### config.mk
export PLATFORM = sky130hd
export DESIGN_NAME = gobou_serializer
export DESIGN_NICKNAME = d
export VERILOG_FILES = /design/src/rtl/gobou_pkg.sv /design/src/rtl/gobou_serializer.sv
export VERILOG_INCLUDE_DIRS = /design/src /design/src/rtl
export SDC_FILE = /design/constraint.sdc
export NUM_CORES = 1
export LEC_CHECK = 0
export BUFFER_PORTS_ARGS = -buffer_cell sky130_fd_sc_hd__clkbuf_2
export CORE_UTILIZATION = 51
export CTS_CLUSTER_DIAMETER = 100
export CTS_CLUSTER_SIZE = 10
export DETAILED_ROUTE_END_ITERATION = 8
export HOLD_SLACK_MARGIN = 0.03
export PLACE_DENSITY_LB_ADDON = 0.12
export SLEW_MARGIN = 20
export SYNTH_ARGS = -nofsm -noshare
export SYNTH_HDL_FRONTEND = slang
export SYNTH_SLANG_ARGS = --single-unit
### constraint.sdc
create_clock -name clk -period 0.99 [get_ports clk]
set_input_delay 0 -clock clk [delete_from_list [all_inputs] [get_ports clk]]
set_output_delay 0 -clock clk [all_outputs]
set_load 0.1 [all_outputs]
### src/rtl/gobou_params.svh
`ifndef GOBOU_PARAMS_SVH
`define GOBOU_PARAMS_SVH

// Signed fixed-point data word with GOBOU_FRAC fraction bits.
`define GOBOU_DWIDTH   16
`define GOBOU_FRAC     8
`define GOBOU_IMGSIZE  10
`define GOBOU_NETSIZE  9
`define GOBOU_LWIDTH   10

// A core number needs GOBOU_CORELOG bits, the core select one more.
`define GOBOU_CORE     4
`define GOBOU_CORELOG  2
`define GOBOU_ACCWIDTH 32

`endif

### src/rtl/gobou_pkg.sv
`include "gobou_params.svh"

package gobou_pkg;

  typedef logic signed [`GOBOU_DWIDTH-1:0]   data_t;
  typedef logic        [`GOBOU_IMGSIZE-1:0]  img_addr_t;
  typedef logic        [`GOBOU_NETSIZE-1:0]  net_addr_t;
  typedef logic        [`GOBOU_LWIDTH-1:0]   len_t;
  // Zero and values above GOBOU_CORE select no core.
  typedef logic        [`GOBOU_CORELOG:0]    core_sel_t;
  typedef logic        [`GOBOU_CORE-1:0]     core_we_t;
  typedef logic signed [`GOBOU_ACCWIDTH-1:0] acc_t;

  typedef enum logic [1:0] {
    s_wait, s_weight, s_bias, s_output
  } ctrl_state_t;

endpackage

### src/rtl/gobou_serializer.sv
`timescale 1ns/10ps
`include "gobou_params.svh"

module gobou_serializer
  import gobou_pkg::*;
(
  input  logic                                 clk,
  input  logic                                 xrst,
  input  logic                                 load,
  input  logic [`GOBOU_CORE*`GOBOU_DWIDTH-1:0] results,
  output data_t                                serial_data
);

  data_t r_slot [`GOBOU_CORE];

  // Slot 0 holds the word that is written back in the current cycle.
  always_ff @(posedge clk) begin
    if (!xrst) begin
      for (int i = 0; i < `GOBOU_CORE; i++) begin
        r_slot[i] <= '0;
      end
    end else if (load) begin
      for (int i = 0; i < `GOBOU_CORE; i++) begin
        r_slot[i] <= data_t'(results[i*`GOBOU_DWIDTH +: `GOBOU_DWIDTH]);
      end
    end else begin
      for (int i = 0; i < `GOBOU_CORE - 1; i++) begin
        r_slot[i] <= r_slot[i+1];
      end
      r_slot[`GOBOU_CORE-1] <= '0;
    end
  end

  assign serial_data = r_slot[0];

endmodule

# After elaboration in Yosys (flattened, before gate mapping)

Memory sizes are Yosys's and may differ from the RTL's.
Index checks and enable logic that the tools add are counted.

Mux-type cells: 15
Bitwise logic cells: 8

Operators by type and width:

| operator          | number |
|---|---|
| 16-bit 2-to-1 mux | 8 |
| 1-bit bitwise OR  | 8 |
| 1-bit 2-to-1 mux  | 7 |

Bits in writable memories: 64
Bits of input ports: 67
Logic and storage cells: 24
Flip-flop bits (word level): 0
Output and inout bits: 16
Memories kept: 1

Memory list:

| name   | words | bits a word | rd ports | clocked after Yosys merged registers in | wr ports | RTL line               | text |
|---|---|---|---|---|---|---|---|
| r_slot | 4     | 16          | 4        | 0                                       | 4        | gobou_serializer.sv:14 | `` data_t r_slot [`GOBOU_CORE]; `` |

# Depth between registers and ports, before layout

Depth after elaboration: 5
Mapped depth: 4
Gate-level depth less buffers: 2

# Worst setup path after synthesis

No wires, ideal clock.

Path type: register to output
Start point: memory r_slot[0][0] (netlist bit)
End point: output serial_data[0]
Path buffers: 0
Arrival: 904 ps
Cell stages (with the launch flop): 1
Required time: 990 ps
Setup slack: 86 ps
Path through: edfxtp_1

RTL lines:

| item        | RTL line               | text |
|---|---|---|
| from (decl) | gobou_serializer.sv:14 |  |
| to (decl)   | gobou_serializer.sv:11 | `output data_t serial_data` |

==> flow_summary.yaml <==
detailed_routing:
  drtIter0Drc: 88
  vias: 1992
  drtAntennaViolNets: 0
  via_per_inst: 4.46
  drcViolationCount: 0
  wl_um: 5610
  wl_per_cell_um: 12.6
  first_pass_iters: 4
cells_and_area:
  regMostFlops: "r_slot"
  reg_top3: "r_slot: 64 flops"
  syn2layout_area_growth_pct: 54.6
  drive_gt1_frac: 0.260
  num-nets-final: 440
  largest_reg_flops: 64
  antenna_cells: 0
sta:
  slew_violations: 0
  hold_slack_ns: 0.0370
  setup_ws_ns: 0.0481
  finClkSkew_ns: 0.0128
  fin_crit_sh: 0.951
  finalHoldViolations: 0
  fin_tns_setup_ns: 0
  fin_crit_ns: 0.942
  fmax_mhz: 1060
  setup_viol: 0
  grt_setup_unrepaired: "no"
yosys:
  yosys_warnings: 0
  syn_inst: 191
  synth_seq_area_share: 0.632
  synth.avg_cell_area_um2: 14.6
  syn-cell-area_mm2: 0.00279
  synth.distinct_cells: 12
  synth-seq-cells: 64
setup_path:
  critPathArrivalTime_ns: 0.94
  rrSetupSlack_ns: 0.11
  cp-start-kind: "flop"
  critPathKind: "flop to output port"
  cp_num_buf_inv: 1
  end_kind: "output port"
  cp_max_fo: 1
  cpMaxStageDelayCell: "edfxtp_1"
  required_ns: 0.99
  crit_family: "flip-flops"
  max_stage_delay_ns: 0.43
  worstPathCellList: "buf_12"
clock_tree:
  clockBufferDepth: 2
  cts_made_buffers: 9
  insertion_delay_ns: 0.33
  cts_max_level: 3
  cts_sinks: 64
  postCtsSetupRepairBufs: 0
  path_clk_slew_ns: 0.06
  cts_root_buffer: "clkbuf_8"
  cts_resized: 0
  cts_tree: "built"
  ctsHoldBuffers: 51
grt:
  grt_max_degree: 41
  gr-total-overflow: 0
  grt_pass1_vias: 2017
  grt_usage: 0.211
  grt_pass1_wl_um: 9100
  antenna_found_initial: 0
run_status:
  run_status: "finished clean"
power:
  ir_drop_v: 0.00108
  p_leak_nw: 2.00
  powerDensity_mw_per_mm2: 1420
placed_design:
  dp_slack_ns: 0.101
  port_buffers: 82
  dp_hpwl_um: 3130
  gp_congestion: 0.642
worst_hold_path:
  worstHoldPathType: "primary input to flop"
die:
  dieWidth_um: 75.9
  die_h_um: 75.9
  core-area_mm2: 0.00517
  row_count: 26
  dieArea_mm2: 0.00576
  initial_core_util: 0.539
  ios: 83
run:
  cap_violations: 0
[worst paths after layout]
kind	from	to	cells after the start
hold / removal	results[17]	r_slot[1][1]	3
hold reg to reg	r_slot[3][13]	r_slot[2][13]	2
setup / recovery	r_slot[0][14]	serial_data[14]	1
setup reg to reg	r_slot[1][10]	r_slot[0][10]	2
[power breakdown]
group,internal (mW),switching [mW]
combinational,0.563,0.603
clock,0.953,0.876
sequential,3.06,0.0644
[metrics by stage]
step / area, um2 / total power [mW] / cells / utilization
2_1_floorplan: 2960 / 3.80 / 238 / -
3_3_place_gp: 3640 / 4.14 / 381 / 0.703
3_5_place_dp: 3640 / 4.16 / 381 / 0.703
4_1_cts: 4310 / 6.13 / 447 / 0.833
5_1_grt: 4310 / 6.37 / 447 / 0.833
6_report: 4310 / 6.12 / 447 / 0.833
[area by class of cell]
type | instances | area (um2)
Timing Repair Buffer | 138 | 1240
Tap cell | 70 | 87.6
Multi-Input combinational cell | 160 | 1060
Clock buffer | 13 | 149
Clock inverter | 2 | 8.76
Sequential cell | 64 | 1760
Fill cell | 298 | 866
[routing by layer]
layer  vias up  global-route usage  wire length, um
met1       915               0.231             2250
met5         -                   0                0
li1        994                   -                -
met4         0               0.113              145
met3        15              0.0506              274
met2        68               0.378             2950
[logic make-up (layout without fill, tap and decap cells)]
| kind of cell | after synthesis | after routing | share of synthesized area |
|---|---|---|---|
| simple gates | 64 | 64 | 0.144 |
| buf+inv | 14 | 153 | 0.0503 |
| mux | 48 | 48 | 0.172 |
| flops | 64 | 64 | 0.632 |
| other cells | 1 | 48 | 0.00135 |
[synth_stat cells]
cell type | number | area [um2]
clkbuf_1 | 5 | 18.8
edfxtp_1 | 48 | 1440
buf_8 | 1 | 15.0
and3_1 | 16 | 100
mux2i_1 | 48 | 480
clkbuf_2 | 2 | 10.0
buf_6 | 1 | 11.3
buf_12 | 4 | 80.1
nor2b_1 | 48 | 300
conb_1 | 1 | 3.75
buf_2 | 1 | 5.00
dfxtp_1 | 16 | 320
[worst reg2reg max path, stage by stage, from the launching register on]
cell      delay (ns)
edfxtp_1        0.39
mux2i_1         0.18
nor2b_1         0.07
[layout by cell type, fill, tap and decap left out]
| master | Yosys | final |
|---|---|---|
| clkbuf_2 | 2 | 65 |
| dlygate4sd3_1 | 0 | 51 |
| mux2i_1 | 48 | 48 |
| nor2b_1 | 48 | 48 |
| edfxtp_1 | 48 | 48 |
| conb_1 | 1 | 48 |
| buf_12 | 4 | 19 |
| and3_1 | 16 | 16 |
| dfxtp_1 | 16 | 16 |
| clkbuf_8 | 0 | 10 |
| clkbuf_1 | 5 | 3 |
| buf_4 | 0 | 3 |
| clkinv_1 | 0 | 1 |
| clkinv_2 | 0 | 1 |
No activity file was read; power rests on OpenSTA's default activity.
