===== src/rtl/gobou_params.svh =====
`ifndef GOBOU_PARAMS_SVH
`define GOBOU_PARAMS_SVH

// Signed fixed-point data word with GOBOU_FRAC fraction bits.
`define GOBOU_DWIDTH   16
`define GOBOU_FRAC     8
`define GOBOU_IMGSIZE  10
`define GOBOU_NETSIZE  9
`define GOBOU_LWIDTH   10

// A core number needs GOBOU_CORELOG bits, the core select one more.
`define GOBOU_CORE     4
`define GOBOU_CORELOG  2
`define GOBOU_ACCWIDTH 32

`endif


===== src/rtl/gobou_pkg.sv =====
`include "gobou_params.svh"

package gobou_pkg;

  typedef logic signed [`GOBOU_DWIDTH-1:0]   data_t;
  typedef logic        [`GOBOU_IMGSIZE-1:0]  img_addr_t;
  typedef logic        [`GOBOU_NETSIZE-1:0]  net_addr_t;
  typedef logic        [`GOBOU_LWIDTH-1:0]   len_t;
  // Zero and values above GOBOU_CORE select no core.
  typedef logic        [`GOBOU_CORELOG:0]    core_sel_t;
  typedef logic        [`GOBOU_CORE-1:0]     core_we_t;
  typedef logic signed [`GOBOU_ACCWIDTH-1:0] acc_t;

  typedef enum logic [1:0] {
    s_wait, s_weight, s_bias, s_output
  } ctrl_state_t;

endpackage


===== src/rtl/gobou_ctrl.sv =====
`timescale 1ns/10ps
`include "gobou_params.svh"

module gobou_ctrl
  import gobou_pkg::*;
(
  input  logic      clk,
  input  logic      xrst,
  input  logic      req,
  input  logic      img_we,
  input  img_addr_t input_addr,
  input  img_addr_t output_addr,
  input  data_t     write_img,
  input  data_t     write_result,
  input  logic      result_ready,
  input  core_sel_t net_we,
  input  net_addr_t net_addr,
  input  data_t     write_net,
  input  len_t      total_in,
  input  len_t      total_out,
  output logic      ack,
  output logic      mem_img_we,
  output img_addr_t mem_img_addr,
  output data_t     write_mem_img,
  output core_we_t  mem_net_we,
  output net_addr_t mem_net_addr,
  output data_t     write_mem_net,
  output logic      core_start,
  output logic      core_valid,
  output logic      core_stop
);

  ctrl_state_t             r_state;
  len_t                    r_total_in;
  len_t                    r_total_out;
  len_t                    r_count_in;
  len_t                    r_count_out;
  img_addr_t               r_input_offset;
  img_addr_t               r_output_offset;
  img_addr_t               r_output_cnt;
  net_addr_t               r_net_offset;
  net_addr_t               r_net_cnt;
  logic                    r_ack;
  logic                    r_img_we;
  data_t                   r_write_img;
  core_we_t                r_net_we;
  core_we_t                net_we_dec;
  data_t                   r_write_net;
  logic                    r_core_start;
  logic                    r_core_valid;
  logic                    r_core_stop;
  logic                    r_serial_we;
  logic [`GOBOU_CORELOG:0] r_serial_cnt;

  logic run_req;
  logic last_in;
  logic last_group;
  logic wb_active;
  logic s_output_end;

  assign run_req      = req && r_ack;
  assign last_in      = r_count_in == r_total_in - len_t'(1);
  assign last_group   = r_count_out + `GOBOU_CORE >= r_total_out;
  assign s_output_end = r_state == s_output && r_serial_cnt == `GOBOU_CORE;

  always_ff @(posedge clk) begin
    if (!xrst) begin
      r_state     <= s_wait;
      r_count_in  <= '0;
      r_count_out <= '0;
    end else begin
      case (r_state)
        s_wait: begin
          if (run_req) r_state <= s_weight;
        end
        s_weight: begin
          if (last_in) begin
            r_state    <= s_bias;
            r_count_in <= '0;
          end else begin
            r_count_in <= r_count_in + len_t'(1);
          end
        end
        s_bias: r_state <= s_output;
        s_output: begin
          if (s_output_end) begin
            if (last_group) begin
              r_state     <= s_wait;
              r_count_out <= '0;
            end else begin
              r_state     <= s_weight;
              r_count_out <= r_count_out + len_t'(`GOBOU_CORE);
            end
          end
        end
        default: r_state <= s_wait;
      endcase
    end
  end

  always_ff @(posedge clk) begin
    if (!xrst) begin
      r_total_in  <= '0;
      r_total_out <= '0;
    end else if (r_state == s_wait && run_req) begin
      r_total_in  <= total_in;
      r_total_out <= total_out;
    end
  end

  // Offsets follow the host while idle and freeze once a run starts.
  always_ff @(posedge clk) begin
    if (!xrst) begin
      r_input_offset  <= '0;
      r_output_offset <= '0;
      r_net_offset    <= '0;
    end else if (r_ack || req) begin
      r_input_offset  <= input_addr;
      r_output_offset <= output_addr;
      r_net_offset    <= net_addr;
    end
  end

  ////////////////////////////////////////
  // Image memory.
  ////////////////////////////////////////

  always_ff @(posedge clk) begin
    if (!xrst) begin
      r_img_we <= 1'b0;
    end else begin
      r_img_we <= r_ack && img_we;
    end
  end

  always_ff @(posedge clk) begin
    r_write_img <= write_img;
  end

  always_ff @(posedge clk) begin
    if (!xrst) begin
      r_serial_we  <= 1'b0;
      r_serial_cnt <= '0;
    end else begin
      r_serial_we <= result_ready;
      if (r_serial_we) begin
        r_serial_cnt <= 1;
      end else if (r_serial_cnt == `GOBOU_CORE) begin
        r_serial_cnt <= '0;
      end else if (r_serial_cnt != 0) begin
        r_serial_cnt <= r_serial_cnt + 1'b1;
      end
    end
  end

  // Write-back runs for CORE cycles from the first serialized word.
  assign wb_active = r_serial_we || (r_serial_cnt != 0 && r_serial_cnt < `GOBOU_CORE);

  always_ff @(posedge clk) begin
    if (!xrst || r_state == s_wait) begin
      r_output_cnt <= '0;
    end else if (r_state == s_output && wb_active) begin
      r_output_cnt <= r_output_cnt + img_addr_t'(1);
    end
  end

  assign mem_img_we    = (r_state == s_wait) ? r_img_we : (r_state == s_output && wb_active);
  assign write_mem_img = (r_state == s_output) ? write_result : r_write_img;
  assign mem_img_addr  = (r_state == s_output) ? r_output_offset + r_output_cnt
                                               : r_input_offset + img_addr_t'(r_count_in);

  ////////////////////////////////////////
  // Weight memories and core strobes.
  ////////////////////////////////////////

  always_comb begin
    net_we_dec = '0;
    for (int k = 1; k <= `GOBOU_CORE; k++) begin
      if (net_we == core_sel_t'(k)) net_we_dec[k-1] = 1'b1;
    end
  end

  always_ff @(posedge clk) begin
    if (!xrst) begin
      r_net_we <= '0;
    end else begin
      r_net_we <= r_ack ? net_we_dec : '0;
    end
  end

  always_ff @(posedge clk) begin
    r_write_net <= write_net;
  end

  // Weights and biases of all groups lie back to back.
  always_ff @(posedge clk) begin
    if (!xrst || r_state == s_wait) begin
      r_net_cnt <= '0;
    end else if (r_state == s_weight || r_state == s_bias) begin
      r_net_cnt <= r_net_cnt + net_addr_t'(1);
    end
  end

  assign mem_net_we    = r_net_we;
  assign mem_net_addr  = r_net_offset + r_net_cnt;
  assign write_mem_net = r_write_net;

  always_ff @(posedge clk) begin
    if (!xrst) begin
      r_core_start <= 1'b0;
      r_core_valid <= 1'b0;
      r_core_stop  <= 1'b0;
      r_ack        <= 1'b1;
    end else begin
      r_core_start <= (r_state == s_wait && run_req) || (s_output_end && !last_group);
      r_core_valid <= r_state == s_weight || r_state == s_bias;
      r_core_stop  <= r_state == s_bias;
      if (run_req) begin
        r_ack <= 1'b0;
      end else if (s_output_end && last_group) begin
        r_ack <= 1'b1;
      end
    end
  end

  assign core_start = r_core_start;
  assign core_valid = r_core_valid;
  assign core_stop  = r_core_stop;
  assign ack        = r_ack;

endmodule


===== config.mk =====
export PLATFORM = sky130hd
export DESIGN_NAME = gobou_ctrl
export DESIGN_NICKNAME = d
export VERILOG_FILES = /design/src/rtl/gobou_pkg.sv /design/src/rtl/gobou_ctrl.sv
export VERILOG_INCLUDE_DIRS = /design/src /design/src/rtl
export SDC_FILE = /design/constraint.sdc
export NUM_CORES = 1
export LEC_CHECK = 0
export BUFFER_PORTS_ARGS = -buffer_cell sky130_fd_sc_hd__buf_2
export CAP_MARGIN = 40
export CORE_MARGIN = 2
export CORE_UTILIZATION = 25
export CTS_BUF_LIST = sky130_fd_sc_hd__clkbuf_4
export DETAILED_ROUTE_END_ITERATION = 12
export PLACE_DENSITY = 0.49
export SLEW_MARGIN = 20
export SYNTH_ARGS = -nofsm -noshare
export SYNTH_HDL_FRONTEND = slang
export SYNTH_SLANG_ARGS = --single-unit

===== constraint.sdc =====
create_clock -name clk -period 4.96 [get_ports clk]
set_clock_uncertainty 0.15 [all_clocks]
set_input_delay 0.248 -clock clk [delete_from_list [all_inputs] [get_ports clk]]
set_output_delay 0.248 -clock clk [all_outputs]
set_load 0.02 [all_outputs]

==> Word-level counts from Yosys, hierarchy flattened <==
Cells that the tools add are included.
{ "word_totals": {"register_bits": 135, "in_bits": 105, "output_inout_bits": 60} }
{ "classes": {"n_addsub": 10, "n_lt_le_gt_ge": 2, "eq_ne": 12, "mux": 19, "n_bitwise": 1, "reduce_logical": 23} }
{ "ops": {"columns": ["cell", "n"], "rows": [
  ["2-to-1 mux 10 bit", 3],
  ["adder 10 x 1 -> 10 bit, second input constant", 2],
  ["adder 10 bit", 2],
  ["2-to-1 mux 16 bit", 1],
  ["adder 10 x 3 -> 11 bit, second input constant", 1],
  ["greater-or-equal comparator 11 x 10 -> 1 bit", 1],
  ["2-to-1 mux 1 bit", 11],
  ["adder 10 x 3 -> 10 bit, second input constant", 1],
  ["== test 10 bit", 1],
  ["subtractor 10 x 1 -> 10 bit, second input constant", 1],
  ["adder 9 x 1 -> 9 bit, second input constant", 1],
  ["adder 9 bit", 1],
  ["logical AND 1 bit", 8],
  ["case mux 2 bit (4 select lines)", 1],
  ["== test 3 x 2 -> 1 bit, second input constant", 2],
  ["== test 3 bit, second input constant", 2],
  ["2-to-1 mux 2 bit", 3],
  ["inequality test 2 bit, second input constant", 3],
  ["nonzero test 3 bit", 2],
  ["logical OR 1 bit", 5],
  ["== test 2 bit, second input constant", 2],
  ["AND reduction 2 bit", 2],
  ["adder 3 x 1 -> 3 bit, second input constant", 1],
  ["== test 3 x 1 -> 1 bit, second input constant", 1],
  ["8 further kinds", 9]
]} }

==> Logic depth before layout (Yosys ltp) <==
{ "depth": {"ltp_word": 5, "mapped_depth": 13, "ltp_nobuf": 13} }

==> Least setup slack after synthesis <==
OpenSTA, ideal clock, no wires.
{ "synth_timing": {"kind": "register -> register", "startpoint": "register r_count_out[2]", "endpoint": "register r_count_out[7]", "setup_time_ns": 0.070, "arrival_ns": 2.474, "setup_slack_ns": 2.266, "path_stages_with_launch": 14, "n_path_buf": 0, "synth_period_minus_slack_ns": 2.694, "cell_sequence": "dfxtp_1 -> ha_1 -> nand3_1 -> inv_1 -> nand3_1 -> xnor2_1 -> ha_1 -> a21oi_1 -> a21boi_0 -> nor4_4 -> nand2_1 -> o21ai_0 -> nand2_1 -> a21oi_1"} }
{ "synth_between": {"elab_chain_len": 3} }
{ "synth_lines": {"columns": ["element", "line", "text"], "rows": [
  ["start, declared", "gobou_ctrl.sv:37", "len_t r_count_out;"],
  ["start signal, assigned", "gobou_ctrl.sv:92", "r_count_out <= r_count_out + len_t'(`GOBOU_CORE);"],
  ["adder 10 x 3 -> 11 bit (no line)", null, null],
  ["greater-or-equal comparator 11 x 10 -> 1 bit", "gobou_ctrl.sv:63", "assign last_group = r_count_out + `GOBOU_CORE >= r_total_out;"],
  ["2-to-1 mux 10 bit *", "gobou_ctrl.sv:87", "if (last_group) begin"]
]} }
Mark *: on every way between the ends. The rest lies on a longest branch, timed or not.
A chain may end at the register's enable or synchronous reset.

==> Worst setup path in the final report <==
{ "layout_timing": {"startpoint": "register r_count_in[0]", "endpoint": "output mem_img_addr[8]"} }
{ "layout_between": {"elab_chain_len": 2} }
{ "layout_lines": {"columns": ["element", "line", "text"], "rows": [
  ["start, declared", "gobou_ctrl.sv:36", "len_t r_count_in;"],
  ["start signal, assigned", "gobou_ctrl.sv:81", "r_count_in <= r_count_in + len_t'(1);"],
  ["adder 10 bit", "gobou_ctrl.sv:170", ": r_input_offset + img_addr_t'(r_count_in);"],
  ["2-to-1 mux 10 bit", "gobou_ctrl.sv:169", "assign mem_img_addr = (r_state == s_output) ? r_output_offset + r_output_cnt"],
  ["end, declared", "gobou_ctrl.sv:23", "output img_addr_t mem_img_addr,"]
]} }
Every way passes these cells.

==> run metrics <==
Post-synth ARST share=0%; Hold WS=between 150 and 200 ps; num rows=slightly below 60; M2 GR Usage=approximately 22%; CP endpoint kind=primary output; busiest metal layer after global routing=met2; CP arrival=approximately 2900 ps; TritonCTS clock tree=built; fraction of layout cells with a size suffix above 1=23.1%; drt via density=roughly 4.3; Setup crit start kind=flop; total grt overflow=0; Initial Util=~25%; Die X=around 170 µm; peak supply drop=approximately 0.16 mV; count of different cell masters after synthesis=60; number of setup buffers added after CTS=0; Final Max Slew Viols=0; commonest non-fill, non-tap cell in the layout=buf_2; FMAX=~300 MHz; First DRT Iteration DRCs=about 210; TritonCTS Buffers=17; Worst-Margin Slew=a little under 800 ps; Multi-input gate area=approximately 0.0036 mm²; syn_nets=910; Final setup viols=0; GRT Total Usage=13.0%; first-pass GRT wire length=approximately 28000 µm; fillers=between 2000 and 3000; flops & latches, synth=between 100 and 150; status=complete, no violations; Synth Instances=between 700 and 800; period utilisation layout=65.6%; met1 Use GR=15.7%; first-pass detailed-route iteration total=6; port buffer count=~160; vias=around 5900; GPL Wtd Cong=slightly below 0.8; initial antenna violation count=1; later-pin clock latency in the skew report=between 500 and 600 ps; synthesized area per cell=around 8.6 µm²; Seq. cell area=about 0.0027 mm²; most frequent cells in the layout=buf_2, nand2_1, dfxtp_1; HP Class=in -> reg; vias in the first global route=slightly below 6000; die area=~0.027 mm²; Cell Pwr Density=between 300 and 400 mW/mm²; Die Span Y=roughly 170 µm; CP Class=reg -> out; post-detail-place hpwl=~12000 µm; Leak Pwr=a little under 0.004 µW; root buf cell=clkbuf_4; post-DR wirelength/cell=12.7 µm; yosys warns=0; Core ar.=0.0258 mm²; headroom to the max-slew limit=between 40% and 50%; Clock Tree Buf Depth=2; setup TNS=0 ps; Worst EP required=around 4600 ps; sequential-to-total area share from yosys stat=40.8%; post-layout net count=approximately 1200; Post-synth EDFFs=0; RSZ-0062 raised after global routing=no; Syn-to-layout area delta=37.2%; largest net degree at the start of global routing=47; final WL=around 17000 µm; maxcap violations=0; I/O Pins=between 150 and 200; Worst-path clk slew=about 120 ps; predominant post-synthesis flop cell=dfxtp_1; Crit Path Max Fanout=6; crit path time final=3260 ps; Antenna Violating Nets Remaining=0; Hold Vio Cnt, Final=0; routing usage on met3=3.97%; Residual DRC=0; clock sink total=around 130; Max H-tree Level=4; Synth Cell Area=between 0.006 and 0.007 mm²
[what timing repair did]
item,4_1_cts,5_1_grt
hold buffers,91,0
resized for setup,0,0
hold endpoints to repair,95,0
[critical path, cell delays in order (launching register included)]
cell	delay, ps
dfxtp_1	480
ha_1	210
inv_1	50
fa_1	400
nor2b_1	120
o21ai_0	90
a21boi_0	250
o21ai_0	150
a21oi_1	180
xnor2_1	80
mux2i_1	130
buf_2	190
[final cells by class]
cell class / count / area share (%)
Antenna cell: 1 / 0.0280
Clock buffer: 18 / 1.51
Clock inverter: 13 / 2.06
Inverter: 42 / 1.76
Multi-Input combinational cell: 555 / 40.3
Sequential cell: 133 / 29.7
Tap cell: 335 / 4.68
Timing Repair Buffer: 259 / 19.9
[power breakdown]
group	switching (µW)	internal, µW	total [µW]	leakage (µW)
clock network	420	402	822	0.000166
registers	73.1	1150	1220	0.00110
logic	426	353	779	0.00259
total	919	1900	2820	0.00385
[flip-flops by register name (all words and copies together) (netlist names), 4 cells and up]
signal / flops
mem_net_we: 4
r_count_in: 10
r_count_out: 8
r_input_offset: 10
r_net_cnt: 9
r_net_offset: 9
r_output_cnt: 10
r_output_offset: 10
r_total_in: 10
r_total_out: 10
r_write_img: 16
write_mem_net: 16
[cells in the mapped netlist, types with 6 or more instances]
cell	number	share of area [%]
nand2_1	138	7.9
dfxtp_1	133	41
a21oi_1	87	6.7
nor2_1	52	3.0
ha_1	45	8.6
inv_1	41	2.4
xnor2_1	36	4.8
xor2_1	26	3.5
o21ai_0	21	1.6
clkbuf_1	20	1.2
nand3_1	19	1.5
mux2_2	18	3.1
nor3_1	11	0.84
nand4_1	9	0.86
a21o_1	6	0.69
nand2b_1	6	0.58
nor2b_1	6	0.58
[worst paths after layout]
kind                          start                end  slack (ps)  cells past startpoint
setup / recovery      r_count_in[0]    mem_img_addr[8]        1700                     11
hold / removal         write_net[4]   write_mem_net[4]         200                      2
setup reg to reg     r_count_out[2]     r_count_out[4]        1870                     13
hold reg to reg   r_input_offset[0]  r_input_offset[0]         320                      2
[kinds of logic after synthesis]
| logic type | Yosys count | share of synthesized area [%] |
|---|---|---|
| buf+inv | 69 | 4.01 |
| simple gates | 278 | 20.2 |
| mux | 23 | 3.87 |
| xor+xnor | 64 | 8.94 |
| flops | 133 | 40.8 |
| compound gates | 142 | 12.6 |
| fa+ha+maj | 48 | 9.55 |
[stage by stage]
stage / cell area, µm² / cells / power, µW / setup WS, ps / utilization (%)
floorplan: 6520 / 757 / 1750 / 2270 / -
global placement: 7680 / 1231 / 1970 / 1930 / 29.7
detailed placement: 7680 / 1231 / 1970 / 1870 / 29.7
CTS: 8910 / 1353 / 2870 / 1620 / 34.5
global route: 8950 / 1356 / 3020 / 1420 / 34.6
finish: 8950 / 1356 / 2820 / 1700 / 34.6
[per-layer routing]
metal	share of wire [%]	wire length, µm	vias to the layer above
met2	47	8020	150
li1	-	-	3057
met3	5.8	998	15
met5	0	0	-
met1	46	7930	2630
met4	1.5	250	0
No activity file was read; power rests on OpenSTA's default activity.
